===== config.mk =====
export PLATFORM = sky130hd
export DESIGN_NAME = aes_pim_top
export DESIGN_NICKNAME = d
export VERILOG_FILES = /design/src/verilog/aes_pim_pkg.sv /design/src/verilog/aes_pim_top.sv /design/src/verilog/array_driver.sv /design/src/verilog/plane_gather.sv /design/src/verilog/round_sequencer.sv /design/src/verilog/round_state.sv
export SDC_FILE = /design/constraint.sdc
export NUM_CORES = 1
export LEC_CHECK = 0
export BUFFER_PORTS_ARGS = -buffer_cell sky130_fd_sc_hd__buf_2
export CAP_MARGIN = 20
export CORE_AREA = 2 2 234 236
export CTS_BUF_LIST = sky130_fd_sc_hd__clkbuf_8
export DETAILED_ROUTE_END_ITERATION = 8
export DIE_AREA = 0 0 236 238
export PLACE_DENSITY = 0.56
export SYNTH_ARGS = -nofsm -noshare
export SYNTH_HDL_FRONTEND = slang
export SYNTH_SLANG_ARGS = --single-unit

===== constraint.sdc =====
create_clock -name CLK -period 10.14 [get_ports CLK]
set_input_delay 2.028 -clock CLK [delete_from_list [all_inputs] [get_ports CLK]]
set_output_delay 2.028 -clock CLK [all_outputs]
set_load 0.01 [all_outputs]

===== src/verilog/aes_pim_pkg.sv =====
// shared types for the pim round controller; lane 0 is always the most significant byte
package aes_pim_pkg;

    // ------------------------------------------------------------
    // array geometry and round count
    // ------------------------------------------------------------
    localparam int NUM_LANES  = 16;
    localparam int NUM_PLANES = 8;
    localparam int LAST_GROUP = 10;
    localparam int SLICE_W    = 16;
    localparam int BLOCK_W    = 128;
    localparam int DEMUX_W    = 3;
    localparam int ROW_W      = 6;

    // one lane address as seen by the array decoders
    typedef struct packed {
        logic [DEMUX_W-1:0] demux;
        logic [ROW_W-1:0]   row;
    } lane_addr_t;

    // lookup view of an add-round-key byte
    typedef struct packed {
        logic [1:0]       col;
        logic [ROW_W-1:0] row;
    } lut_addr_t;

    typedef union packed {
        logic [7:0] data;
        lut_addr_t  addr;
    } lane_byte_u;

    typedef lane_byte_u [0:NUM_LANES-1] lane_bytes_t;

    // ------------------------------------------------------------
    // array request and response
    // ------------------------------------------------------------
    typedef struct packed {
        logic                       io_en;
        logic                       plane_read;
        logic [SLICE_W-1:0]         in_slice;
        lane_addr_t [0:NUM_LANES-1] addr;
    } array_req_t;

    typedef struct packed {
        logic                      rd_done;
        logic [0:NUM_LANES-1][7:0] rio;
    } array_rsp_t;

    typedef enum logic [1:0] {IDLE, READ, LOOKUP, MIX} phase_t;

endpackage


===== src/verilog/aes_pim_top.sv =====
// always enabled; kd_rdy is ignored while busy, and the array must hold rio valid with rd_done
`timescale 1ns/10ps

module aes_pim_top (
    input  logic                             CLK,
    input  logic                             rst,
    input  logic                             kd_rdy,
    input  logic [aes_pim_pkg::BLOCK_W-1:0]  din,
    input  aes_pim_pkg::array_rsp_t          array_rsp,
    output logic                             busy,
    output logic                             data_valid,
    output logic [aes_pim_pkg::BLOCK_W-1:0]  dout,
    output aes_pim_pkg::array_req_t          array_req
);

    // ------------------------------------------------------------
    // sequencer to datapath
    // ------------------------------------------------------------
    aes_pim_pkg::phase_t             phase;
    logic [3:0]                      grp_idx;
    logic [2:0]                      read_idx;
    logic                            load;
    logic                            plane_capture;
    logic                            mix_capture;
    logic                            out_capture;
    logic                            io_en;

    // datapath registers
    logic [aes_pim_pkg::BLOCK_W-1:0] state;
    aes_pim_pkg::lane_bytes_t        ark;

    round_sequencer round_sequencer_i (
        .CLK           (CLK),
        .rst           (rst),
        .kd_rdy        (kd_rdy),
        .rd_done       (array_rsp.rd_done),
        .phase         (phase),
        .grp_idx       (grp_idx),
        .read_idx      (read_idx),
        .load          (load),
        .plane_capture (plane_capture),
        .mix_capture   (mix_capture),
        .out_capture   (out_capture),
        .io_en         (io_en),
        .busy          (busy),
        .data_valid    (data_valid)
    );

    plane_gather plane_gather_i (
        .CLK           (CLK),
        .rst           (rst),
        .load          (load),
        .plane_capture (plane_capture),
        .read_idx      (read_idx),
        .rio           (array_rsp.rio),
        .ark           (ark)
    );

    array_driver array_driver_i (
        .phase     (phase),
        .grp_idx   (grp_idx),
        .read_idx  (read_idx),
        .io_en     (io_en),
        .state     (state),
        .ark       (ark),
        .array_req (array_req)
    );

    round_state round_state_i (
        .CLK         (CLK),
        .rst         (rst),
        .load        (load),
        .din         (din),
        .mix_capture (mix_capture),
        .out_capture (out_capture),
        .rio         (array_rsp.rio),
        .ark         (ark),
        .state       (state),
        .dout        (dout)
    );

endmodule


===== src/verilog/array_driver.sv =====
// purely combinational; all request fields are zero outside the READ and LOOKUP phases
`timescale 1ns/10ps

module array_driver (
    input  aes_pim_pkg::phase_t                phase,
    input  logic [3:0]                         grp_idx,
    input  logic [2:0]                         read_idx,
    input  logic                               io_en,
    input  logic [aes_pim_pkg::BLOCK_W-1:0]    state,
    input  aes_pim_pkg::lane_bytes_t           ark,
    output aes_pim_pkg::array_req_t            array_req
);

    // state as eight slices, slice 0 at the top
    logic [0:aes_pim_pkg::NUM_PLANES-1][aes_pim_pkg::SLICE_W-1:0] slices;
    aes_pim_pkg::lane_addr_t grp_addr;

    assign slices = state;

    // ------------------------------------------------------------
    // group table: demux steps down 7..4, row steps every 4 groups
    // ------------------------------------------------------------
    assign grp_addr.demux = 3'd7 - {1'b0, grp_idx[1:0]};
    assign grp_addr.row   = {4'd0, grp_idx[3:2]};

    always_comb begin
        array_req = '0;
        case (phase)
            aes_pim_pkg::READ: begin
                array_req.io_en      = io_en;
                array_req.plane_read = 1'b1;
                array_req.in_slice   = slices[read_idx];
                for (int i = 0; i < aes_pim_pkg::NUM_LANES; i++) begin
                    array_req.addr[i] = grp_addr;
                end
            end
            aes_pim_pkg::LOOKUP: begin
                array_req.io_en = io_en;
                // each ark byte is its own lane address
                for (int i = 0; i < aes_pim_pkg::NUM_LANES; i++) begin
                    array_req.addr[i].demux = {1'b0, ark[i].addr.col};
                    array_req.addr[i].row   = ark[i].addr.row;
                end
            end
            default: begin
                array_req = '0;
            end
        endcase
    end

endmodule


===== src/verilog/plane_gather.sv =====
// read k fills ark bytes 2k and 2k+1 from bit 7-k of each lane; bytes hold until the next load
`timescale 1ns/10ps

module plane_gather (
    input  logic                                 CLK,
    input  logic                                 rst,
    input  logic                                 load,
    input  logic                                 plane_capture,
    input  logic [2:0]                           read_idx,
    input  logic [0:aes_pim_pkg::NUM_LANES-1][7:0] rio,
    output aes_pim_pkg::lane_bytes_t             ark
);

    localparam int HALF = aes_pim_pkg::NUM_LANES / 2;

    logic [2:0] bit_sel;
    logic [7:0] lo_byte;
    logic [7:0] hi_byte;

    // plane k carries bit 7-k of every lane
    assign bit_sel = 3'd7 - read_idx;

    // ------------------------------------------------------------
    // transpose one plane, lane j of each half lands in bit j
    // ------------------------------------------------------------
    always_comb begin
        for (int j = 0; j < HALF; j++) begin
            lo_byte[j] = rio[j][bit_sel];
            hi_byte[j] = rio[j + HALF][bit_sel];
        end
    end

    always_ff @(posedge CLK or posedge rst) begin
        if (rst) begin
            ark <= '0;
        end else if (load) begin
            ark <= '0;
        end else if (plane_capture) begin
            ark[{read_idx, 1'b0}].data <= lo_byte;
            ark[{read_idx, 1'b1}].data <= hi_byte;
        end
    end

endmodule


===== src/verilog/round_sequencer.sv =====
// one block at a time; rd_done is only honoured in READ and LOOKUP, and must follow io_en
`timescale 1ns/10ps

module round_sequencer (
    input  logic                CLK,
    input  logic                rst,
    input  logic                kd_rdy,
    input  logic                rd_done,
    output aes_pim_pkg::phase_t phase,
    output logic [3:0]          grp_idx,
    output logic [2:0]          read_idx,
    output logic                load,
    output logic                plane_capture,
    output logic                mix_capture,
    output logic                out_capture,
    output logic                io_en,
    output logic                busy,
    output logic                data_valid
);

    logic last_read;
    logic last_group;

    assign last_read  = (read_idx == 3'(aes_pim_pkg::NUM_PLANES - 1));
    assign last_group = (grp_idx == 4'(aes_pim_pkg::LAST_GROUP));

    // ------------------------------------------------------------
    // capture strobes, all taken at the rd_done edge
    // ------------------------------------------------------------
    assign load          = (phase == aes_pim_pkg::IDLE) && kd_rdy;
    assign plane_capture = (phase == aes_pim_pkg::READ) && rd_done;
    // lookup result becomes next state, or the ark bytes become the output
    assign mix_capture   = (phase == aes_pim_pkg::LOOKUP) && rd_done && !last_group;
    assign out_capture   = (phase == aes_pim_pkg::LOOKUP) && rd_done && last_group;

    // ------------------------------------------------------------
    // phase walk and request pulses
    // ------------------------------------------------------------
    always_ff @(posedge CLK or posedge rst) begin
        if (rst) begin
            phase      <= aes_pim_pkg::IDLE;
            grp_idx    <= 4'd0;
            read_idx   <= 3'd0;
            io_en      <= 1'b0;
            busy       <= 1'b0;
            data_valid <= 1'b0;
        end else begin
            // io_en is a single cycle pulse unless set below
            io_en      <= 1'b0;
            data_valid <= out_capture;
            case (phase)
                aes_pim_pkg::IDLE: begin
                    if (kd_rdy) begin
                        phase    <= aes_pim_pkg::READ;
                        grp_idx  <= 4'd0;
                        read_idx <= 3'd0;
                        io_en    <= 1'b1;
                        busy     <= 1'b1;
                    end
                end
                aes_pim_pkg::READ: begin
                    if (rd_done) begin
                        // wraps to 0 after the eighth plane
                        read_idx <= read_idx + 3'd1;
                        io_en    <= 1'b1;
                        if (last_read) begin
                            phase <= aes_pim_pkg::LOOKUP;
                        end
                    end
                end
                aes_pim_pkg::LOOKUP: begin
                    if (rd_done) begin
                        if (last_group) begin
                            phase <= aes_pim_pkg::IDLE;
                            busy  <= 1'b0;
                        end else begin
                            phase   <= aes_pim_pkg::MIX;
                            grp_idx <= grp_idx + 4'd1;
                        end
                    end
                end
                aes_pim_pkg::MIX: begin
                    // state already holds the mixed bytes, start next group
                    phase <= aes_pim_pkg::READ;
                    io_en <= 1'b1;
                end
                default: begin
                    phase <= aes_pim_pkg::IDLE;
                end
            endcase
        end
    end

endmodule


===== src/verilog/round_state.sv =====
// state is only meaningful after a load; dout changes only on the last group's lookup done
`timescale 1ns/10ps

module round_state (
    input  logic                                   CLK,
    input  logic                                   rst,
    input  logic                                   load,
    input  logic [aes_pim_pkg::BLOCK_W-1:0]        din,
    input  logic                                   mix_capture,
    input  logic                                   out_capture,
    input  logic [0:aes_pim_pkg::NUM_LANES-1][7:0] rio,
    input  aes_pim_pkg::lane_bytes_t               ark,
    output logic [aes_pim_pkg::BLOCK_W-1:0]        state,
    output logic [aes_pim_pkg::BLOCK_W-1:0]        dout
);

    logic [aes_pim_pkg::BLOCK_W-1:0] ark_data;

    // byte 0 goes to the top of the output block
    always_comb begin
        for (int i = 0; i < aes_pim_pkg::NUM_LANES; i++) begin
            ark_data[aes_pim_pkg::BLOCK_W-1-8*i -: 8] = ark[i].data;
        end
    end

    // ------------------------------------------------------------
    // round state, lane 0 of rio in the top byte
    // ------------------------------------------------------------
    always_ff @(posedge CLK) begin
        if (load) begin
            state <= din;
        end else if (mix_capture) begin
            state <= rio;
        end
    end

    // ------------------------------------------------------------
    // output block
    // ------------------------------------------------------------
    always_ff @(posedge CLK or posedge rst) begin
        if (rst) begin
            dout <= '0;
        end else if (out_capture) begin
            dout <= ark_data;
        end
    end

endmodule

Word-level counts from Yosys, hierarchy flattened:

Index checks and enable logic that the tools add are counted.

* register bits after elaboration: 396
* input bits: 260
* output and inout port bits: 292
* logic and storage cells: 134

* $add $sub $neg: 4
* $lt $le $gt $ge: 6
* equality and inequality tests: 11
* muxes and demuxes: 68
* bitwise logic cells: 3
* reduce and logical (&&, ||, !) cells: 18

Operators with widths (count)
* 128-bit 2-to-1 mux: 4
* 144-bit one-hot mux with 2 select lines: 1
* 128-bit bitwise mux: 2
* 8-bit demux with 4-bit select: 2
* 1-bit binary-select mux with 3-bit select: 16
* 16-bit binary-select mux with 3-bit select: 1
* 16-bit 2-to-1 mux: 2
* 1-bit 2-to-1 mux: 22
* 17-bit 2-to-1 mux: 1
* 8-bit 2-to-1 mux: 2
* 4-bit 2-to-1 mux: 3
* 2-bit inequality test, second input constant: 6
* 4-bit AND reduction: 3
* 5-bit >= comparator, second input constant: 2
* 5-bit by 1-bit less-than comparator with 1-bit output, second input constant: 2
* 2-bit 2-to-1 mux: 5
* 4-bit inverter with 5-bit output: 2
* 2-bit one-hot mux with 4 select lines: 1
* 4-bit one-hot mux with 2 select lines: 1
* 2-bit nonzero test: 4
* 1-bit logical AND: 7
* 3-bit 2-to-1 mux: 2
* 3-bit one-hot mux with 2 select lines: 1
* 4-bit by 1-bit adder with 4-bit output, second input constant: 1
* 16 further kinds: 17

Logic depth before layout (Yosys ltp):

* depth after elaboration: 9
* depth in mapped cells: 8
* depth with buffers taken out: 6

Modules after synthesis:

A second synthesis with hierarchy kept.

* cell total of the unflattened synthesis: 1509
* area, all modules: 19318.5 µm²

By module, submodules not included
* round_state: instances 1, cells each 542, area an instance 10244.8 µm², sequential area each 7046.8 µm²
* plane_gather: instances 1, cells each 530, area an instance 5866.9 µm², sequential area each 3203.1 µm²
* array_driver: instances 1, cells each 355, area an instance 2416.1 µm², sequential area each 0.0 µm²
* round_sequencer: instances 1, cells each 82, area an instance 790.8 µm², sequential area each 300.3 µm²

Worst setup path before layout:

OpenSTA, ideal clock, no wires.

* path type: input to register
* start: input port array_rsp[128] (netlist name)
* end: register round_state_i.state[0] (netlist name) (enable)
* setup time: 792 ps
* data arrival time: 11231 ps
* required time: 9348 ps
* setup slack: -1883 ps
* cell stages on the path: 3
* buffers on the path: 1
* cell sequence: clkbuf_2 inv_1 o21ai_0

* longest elaborated chain between the ends: 3

Ends and longest elaborated chain
* start: declaration: RTL line aes_pim_top.sv:9 `input aes_pim_pkg::array_rsp_t array_rsp,`
* 1-bit logical AND (2 in series): RTL line round_sequencer.sv:33 `assign mix_capture = (phase == aes_pim_pkg::LOOKUP) && rd_done && !last_group;`
* 2-bit nonzero test (no source line)
* end signal: assignment: RTL line round_state.sv:31 `state <= din;`
* end signal: assignment: RTL line round_state.sv:33 `state <= rio;`
* end: declaration: RTL line round_state.sv:13 `output logic [aes_pim_pkg::BLOCK_W-1:0] state,`

Every way passes these cells.
A chain may end at the register's enable or synchronous reset.

==> flow_metrics.py <==
metrics = {
    "timing": {
        "fin_skew_ns": 0.0279,
        "min_period_ns": 5.49,
        "finalCritPeriodShare": 0.541,
        "final_hold_viol_count": 0,
        "timing.slew.headroom": 0.267,
        "setup_viol": 0,
        "rsz0062_at_grt": "false",
        "maxSlewViolCount": 0,
        "tns_ns": 0,
        "fmax_mhz": 182,
        "tightest_slew_ns": 1.10,
    },
    "placement": {
        "dp_cells": 2787,
        "postPlaceCellArea_sq_um": 21600,
        "io_buffers": 551,
        "gp_congestion": 0.886,
        "hpwl_mm": 55.6,
    },
    "cells_and_area": {
        "nNetsFinal": 2437,
        "final_layout_size_suffix_gt1_frac": 0.391,
        "num-fill-cells": 5195,
        "fin_area_sq_um": 23100,
        "fin_cells": 2917,
        "areaGrowthSynthToFinish_pct": 24.7,
        "fin_util": 0.433,
    },
    "global_route": {
        "use_met2": 0.429,
        "grt_busiest_layer": "met2",
        "grt_overflow_total": 0,
        "grtUsageTotal": 0.262,
        "antenna_found_initial": 9,
        "met1_usage": 0.346,
        "grt_pass1_vias": 15700,
        "grt_pass1_wl_mm": 107,
        "grt_max_degree": 114,
        "gr-usage-met3": 0.0488,
    },
    "die": {
        "design.core.area_sq_um": 53500,
        "die_area_sq_um": 56200,
        "ios": 552,
        "die_x_um": 236,
        "die_height_um": 238,
        "start_util": 0.347,
        "row_count": 85,
    },
    "drt": {
        "num_vias": 15600,
        "ant_nets": 0,
        "drtIter0Drc": 1066,
        "wl_per_cell_um": 25.7,
        "drc": 0,
        "vias_per_cell": 5.35,
        "firstDrtPassIters": 5,
        "postRouteWirelength_mm": 75.1,
    },
    "hold_path": {
        "min_path_type": "reg -> reg",
    },
    "yosys": {
        "yosys_warnings": 0,
        "synth_seq_cells": 396,
        "synth.most_common_cell": "nand2_1",
        "synthTopCellsByArea": "dfrtp_1 (36%), edfxtp_1 (21%), nand2_1 (10%), mux2_2 (7.9%), a22o_1 (5.1%)",
        "synth_common_cells": "nand2_1 (493), dfrtp_1 (268), mux2_2 (130)",
        "ys_seq_area_frac": 0.569,
        "yosysTopAreaCell": "dfrtp_1",
        "synthFlopType": "dfrtp_1",
        "synth_nets": 1926,
        "ys_async_sr_fraction": 0.677,
        "synthesis.area_sq_um": 18600,
        "syn_avg_cell_area_sq_um": 11.2,
        "synth_edf_count": 128,
        "postSynthCellCount": 1656,
        "synth_top_area_frac": 0.361,
        "yosysUniqueCellTypes": 59,
    },
    "pwr": {
        "leakage_nw": 11.8,
        "max-vdd-ir-drop_mv": 0.160,
        "total_power_w": 0.00595,
        "p_per_area_nw_per_um2": 257,
    },
    "critical_path": {
        "worstPathArrival_ns": 3.46,
        "crit_type": "reg -> out",
        "cp-end-kind": "primary output",
        "cp_max_fo": 49,
        "cp-start-kind": "flop",
        "critPathRequiredTime_ns": 8.11,
    },
    "flow_run": {
        "cap_violations": 0,
    },
    "cts": {
        "clk_latency_ns": 0.65,
        "cts_tree": "done",
        "cts_sinks": 396,
        "cts_setup_buffers": 0,
        "cts_root_buffer": "clkbuf_8",
        "cts_resized": 0,
        "cts_buffers": 71,
        "clkTransAtPathRegs_ns": 0.06,
        "htreeDepth": 3,
        "cts_hold_buf": 0,
        "clockBufferDepth": 3,
    },
    "status": {
        "status": "finished clean",
    },
}
## cells by family (layout without fill, tap and decap cells)
family / after synthesis / after routing / share of synthesized area
AO/OA/AOI/OAI: 318 / 318 / 0.124
AND/OR/NAND/NOR: 618 / 618 / 0.146
XOR/XNOR: 1 / 1 / 0.000472
adder cells (fa/ha/maj): 10 / 10 / 0.00674
multiplexers: 162 / 162 / 0.110
buffers and inverters: 151 / 714 / 0.0446
flip-flops: 396 / 396 / 0.569
other: 0 / 2 / 0
## critical path: stages, from the launching register on
cell,delay (ns)
dfrtp_2,0.33
buf_4,0.60
nor3b_4,1.01
a22o_1,0.29
a221oi_1,0.05
a31oi_1,0.33
buf_2,0.20
## cells in the final DEF, fill, tap and decap left out, drive strengths merged, types with 2 or more instances in the layout
| cell | count |
|---|---|
| clkinv | 15 |
| o32ai | 3 |
| edfxtp | 128 |
| ha | 10 |
| nor3 | 10 |
| o2bb2ai | 11 |
| clkbuf | 85 |
| o22ai | 3 |
| a22oi | 38 |
| clkinvlp | 3 |
| nand3 | 9 |
| a31o | 2 |
| nor2 | 11 |
| mux4 | 20 |
| a221oi | 15 |
| nand2b | 5 |
| diode | 2 |
| a22o | 109 |
| o21ai | 34 |
| nand2 | 494 |
| bufinv | 2 |
| a31oi | 14 |
| and2 | 4 |
| nand3b | 7 |
| a21oi | 80 |
| buf | 576 |
| nor2b | 3 |
| and3 | 69 |
| a41oi | 3 |
| inv | 33 |
| dfrtp | 268 |
| nor3b | 3 |
| o221ai | 2 |
| mux2 | 131 |
| mux2i | 11 |
## routing by layer
layer	vias to the layer above	wire (um)	share of wire
li1	6924	-	-
met2	735	35200	0.47
met1	7809	32400	0.43
met3	119	4890	0.065
met4	12	2480	0.033
met5	-	77	0.0010
## path summary, 6_finish.rpt
check / from / to / slack, ns / depth (start not counted)
hold / removal: round_state_i.dout[57] / round_state_i.dout[57] / 0.50 / 1
max in group asynchronous: rst / round_sequencer_i.read_idx[2] / 6.96 / 3
setup / recovery: round_sequencer_i.read_idx[1] / array_req[145] / 4.65 / 6
setup reg to reg: round_sequencer_i.phase[0] / round_state_i.dout[34] / 6.60 / 7
min in group asynchronous: rst / round_state_i.dout[36] / 1.48 / 2
hold reg to reg: round_state_i.dout[57] / round_state_i.dout[57] / 0.50 / 1
## registers in the layout (all words and copies together) (netlist names)
register                      cells
round_sequencer_i.io_en           1
round_state_i.state             128
round_sequencer_i.phase           2
round_sequencer_i.grp_idx         4
round_state_i.dout              128
round_sequencer_i.read_idx        3
round_sequencer_i.data_valid      1
plane_gather_i.ark              128
round_sequencer_i.busy            1
## area by class of cell
cell class                      count  area, sq um  area share
Sequential cell                   396        10600       0.456
Multi-Input combinational cell   1109         7230       0.312
Timing Repair Buffer              576         3010       0.130
Clock buffer                       85         1170      0.0506
Tap cell                          696          871      0.0376
Clock inverter                     40          246      0.0107
Inverter                           13         56.3     0.00243
Antenna cell                        2         5.00    0.000216
## where the power goes
group          switching [W]  total [W]  internal (W)  leakage, nW
clock network       0.000697    0.00151      0.000815        0.794
registers           0.000227    0.00224       0.00201         4.89
logic                0.00153    0.00220      0.000667         6.08
## metrics by stage
step | setup WS (ns) | hold slack, ns
2_1_floorplan | 0.730 | 0.458
3_3_place_gp | 5.22 | 0.486
3_5_place_dp | 5.10 | 0.490
4_1_cts | 4.41 | 0.503
5_1_grt | 4.46 | 0.509
6_report | 4.65 | 0.498
Power figures use the tool's default switching activity.
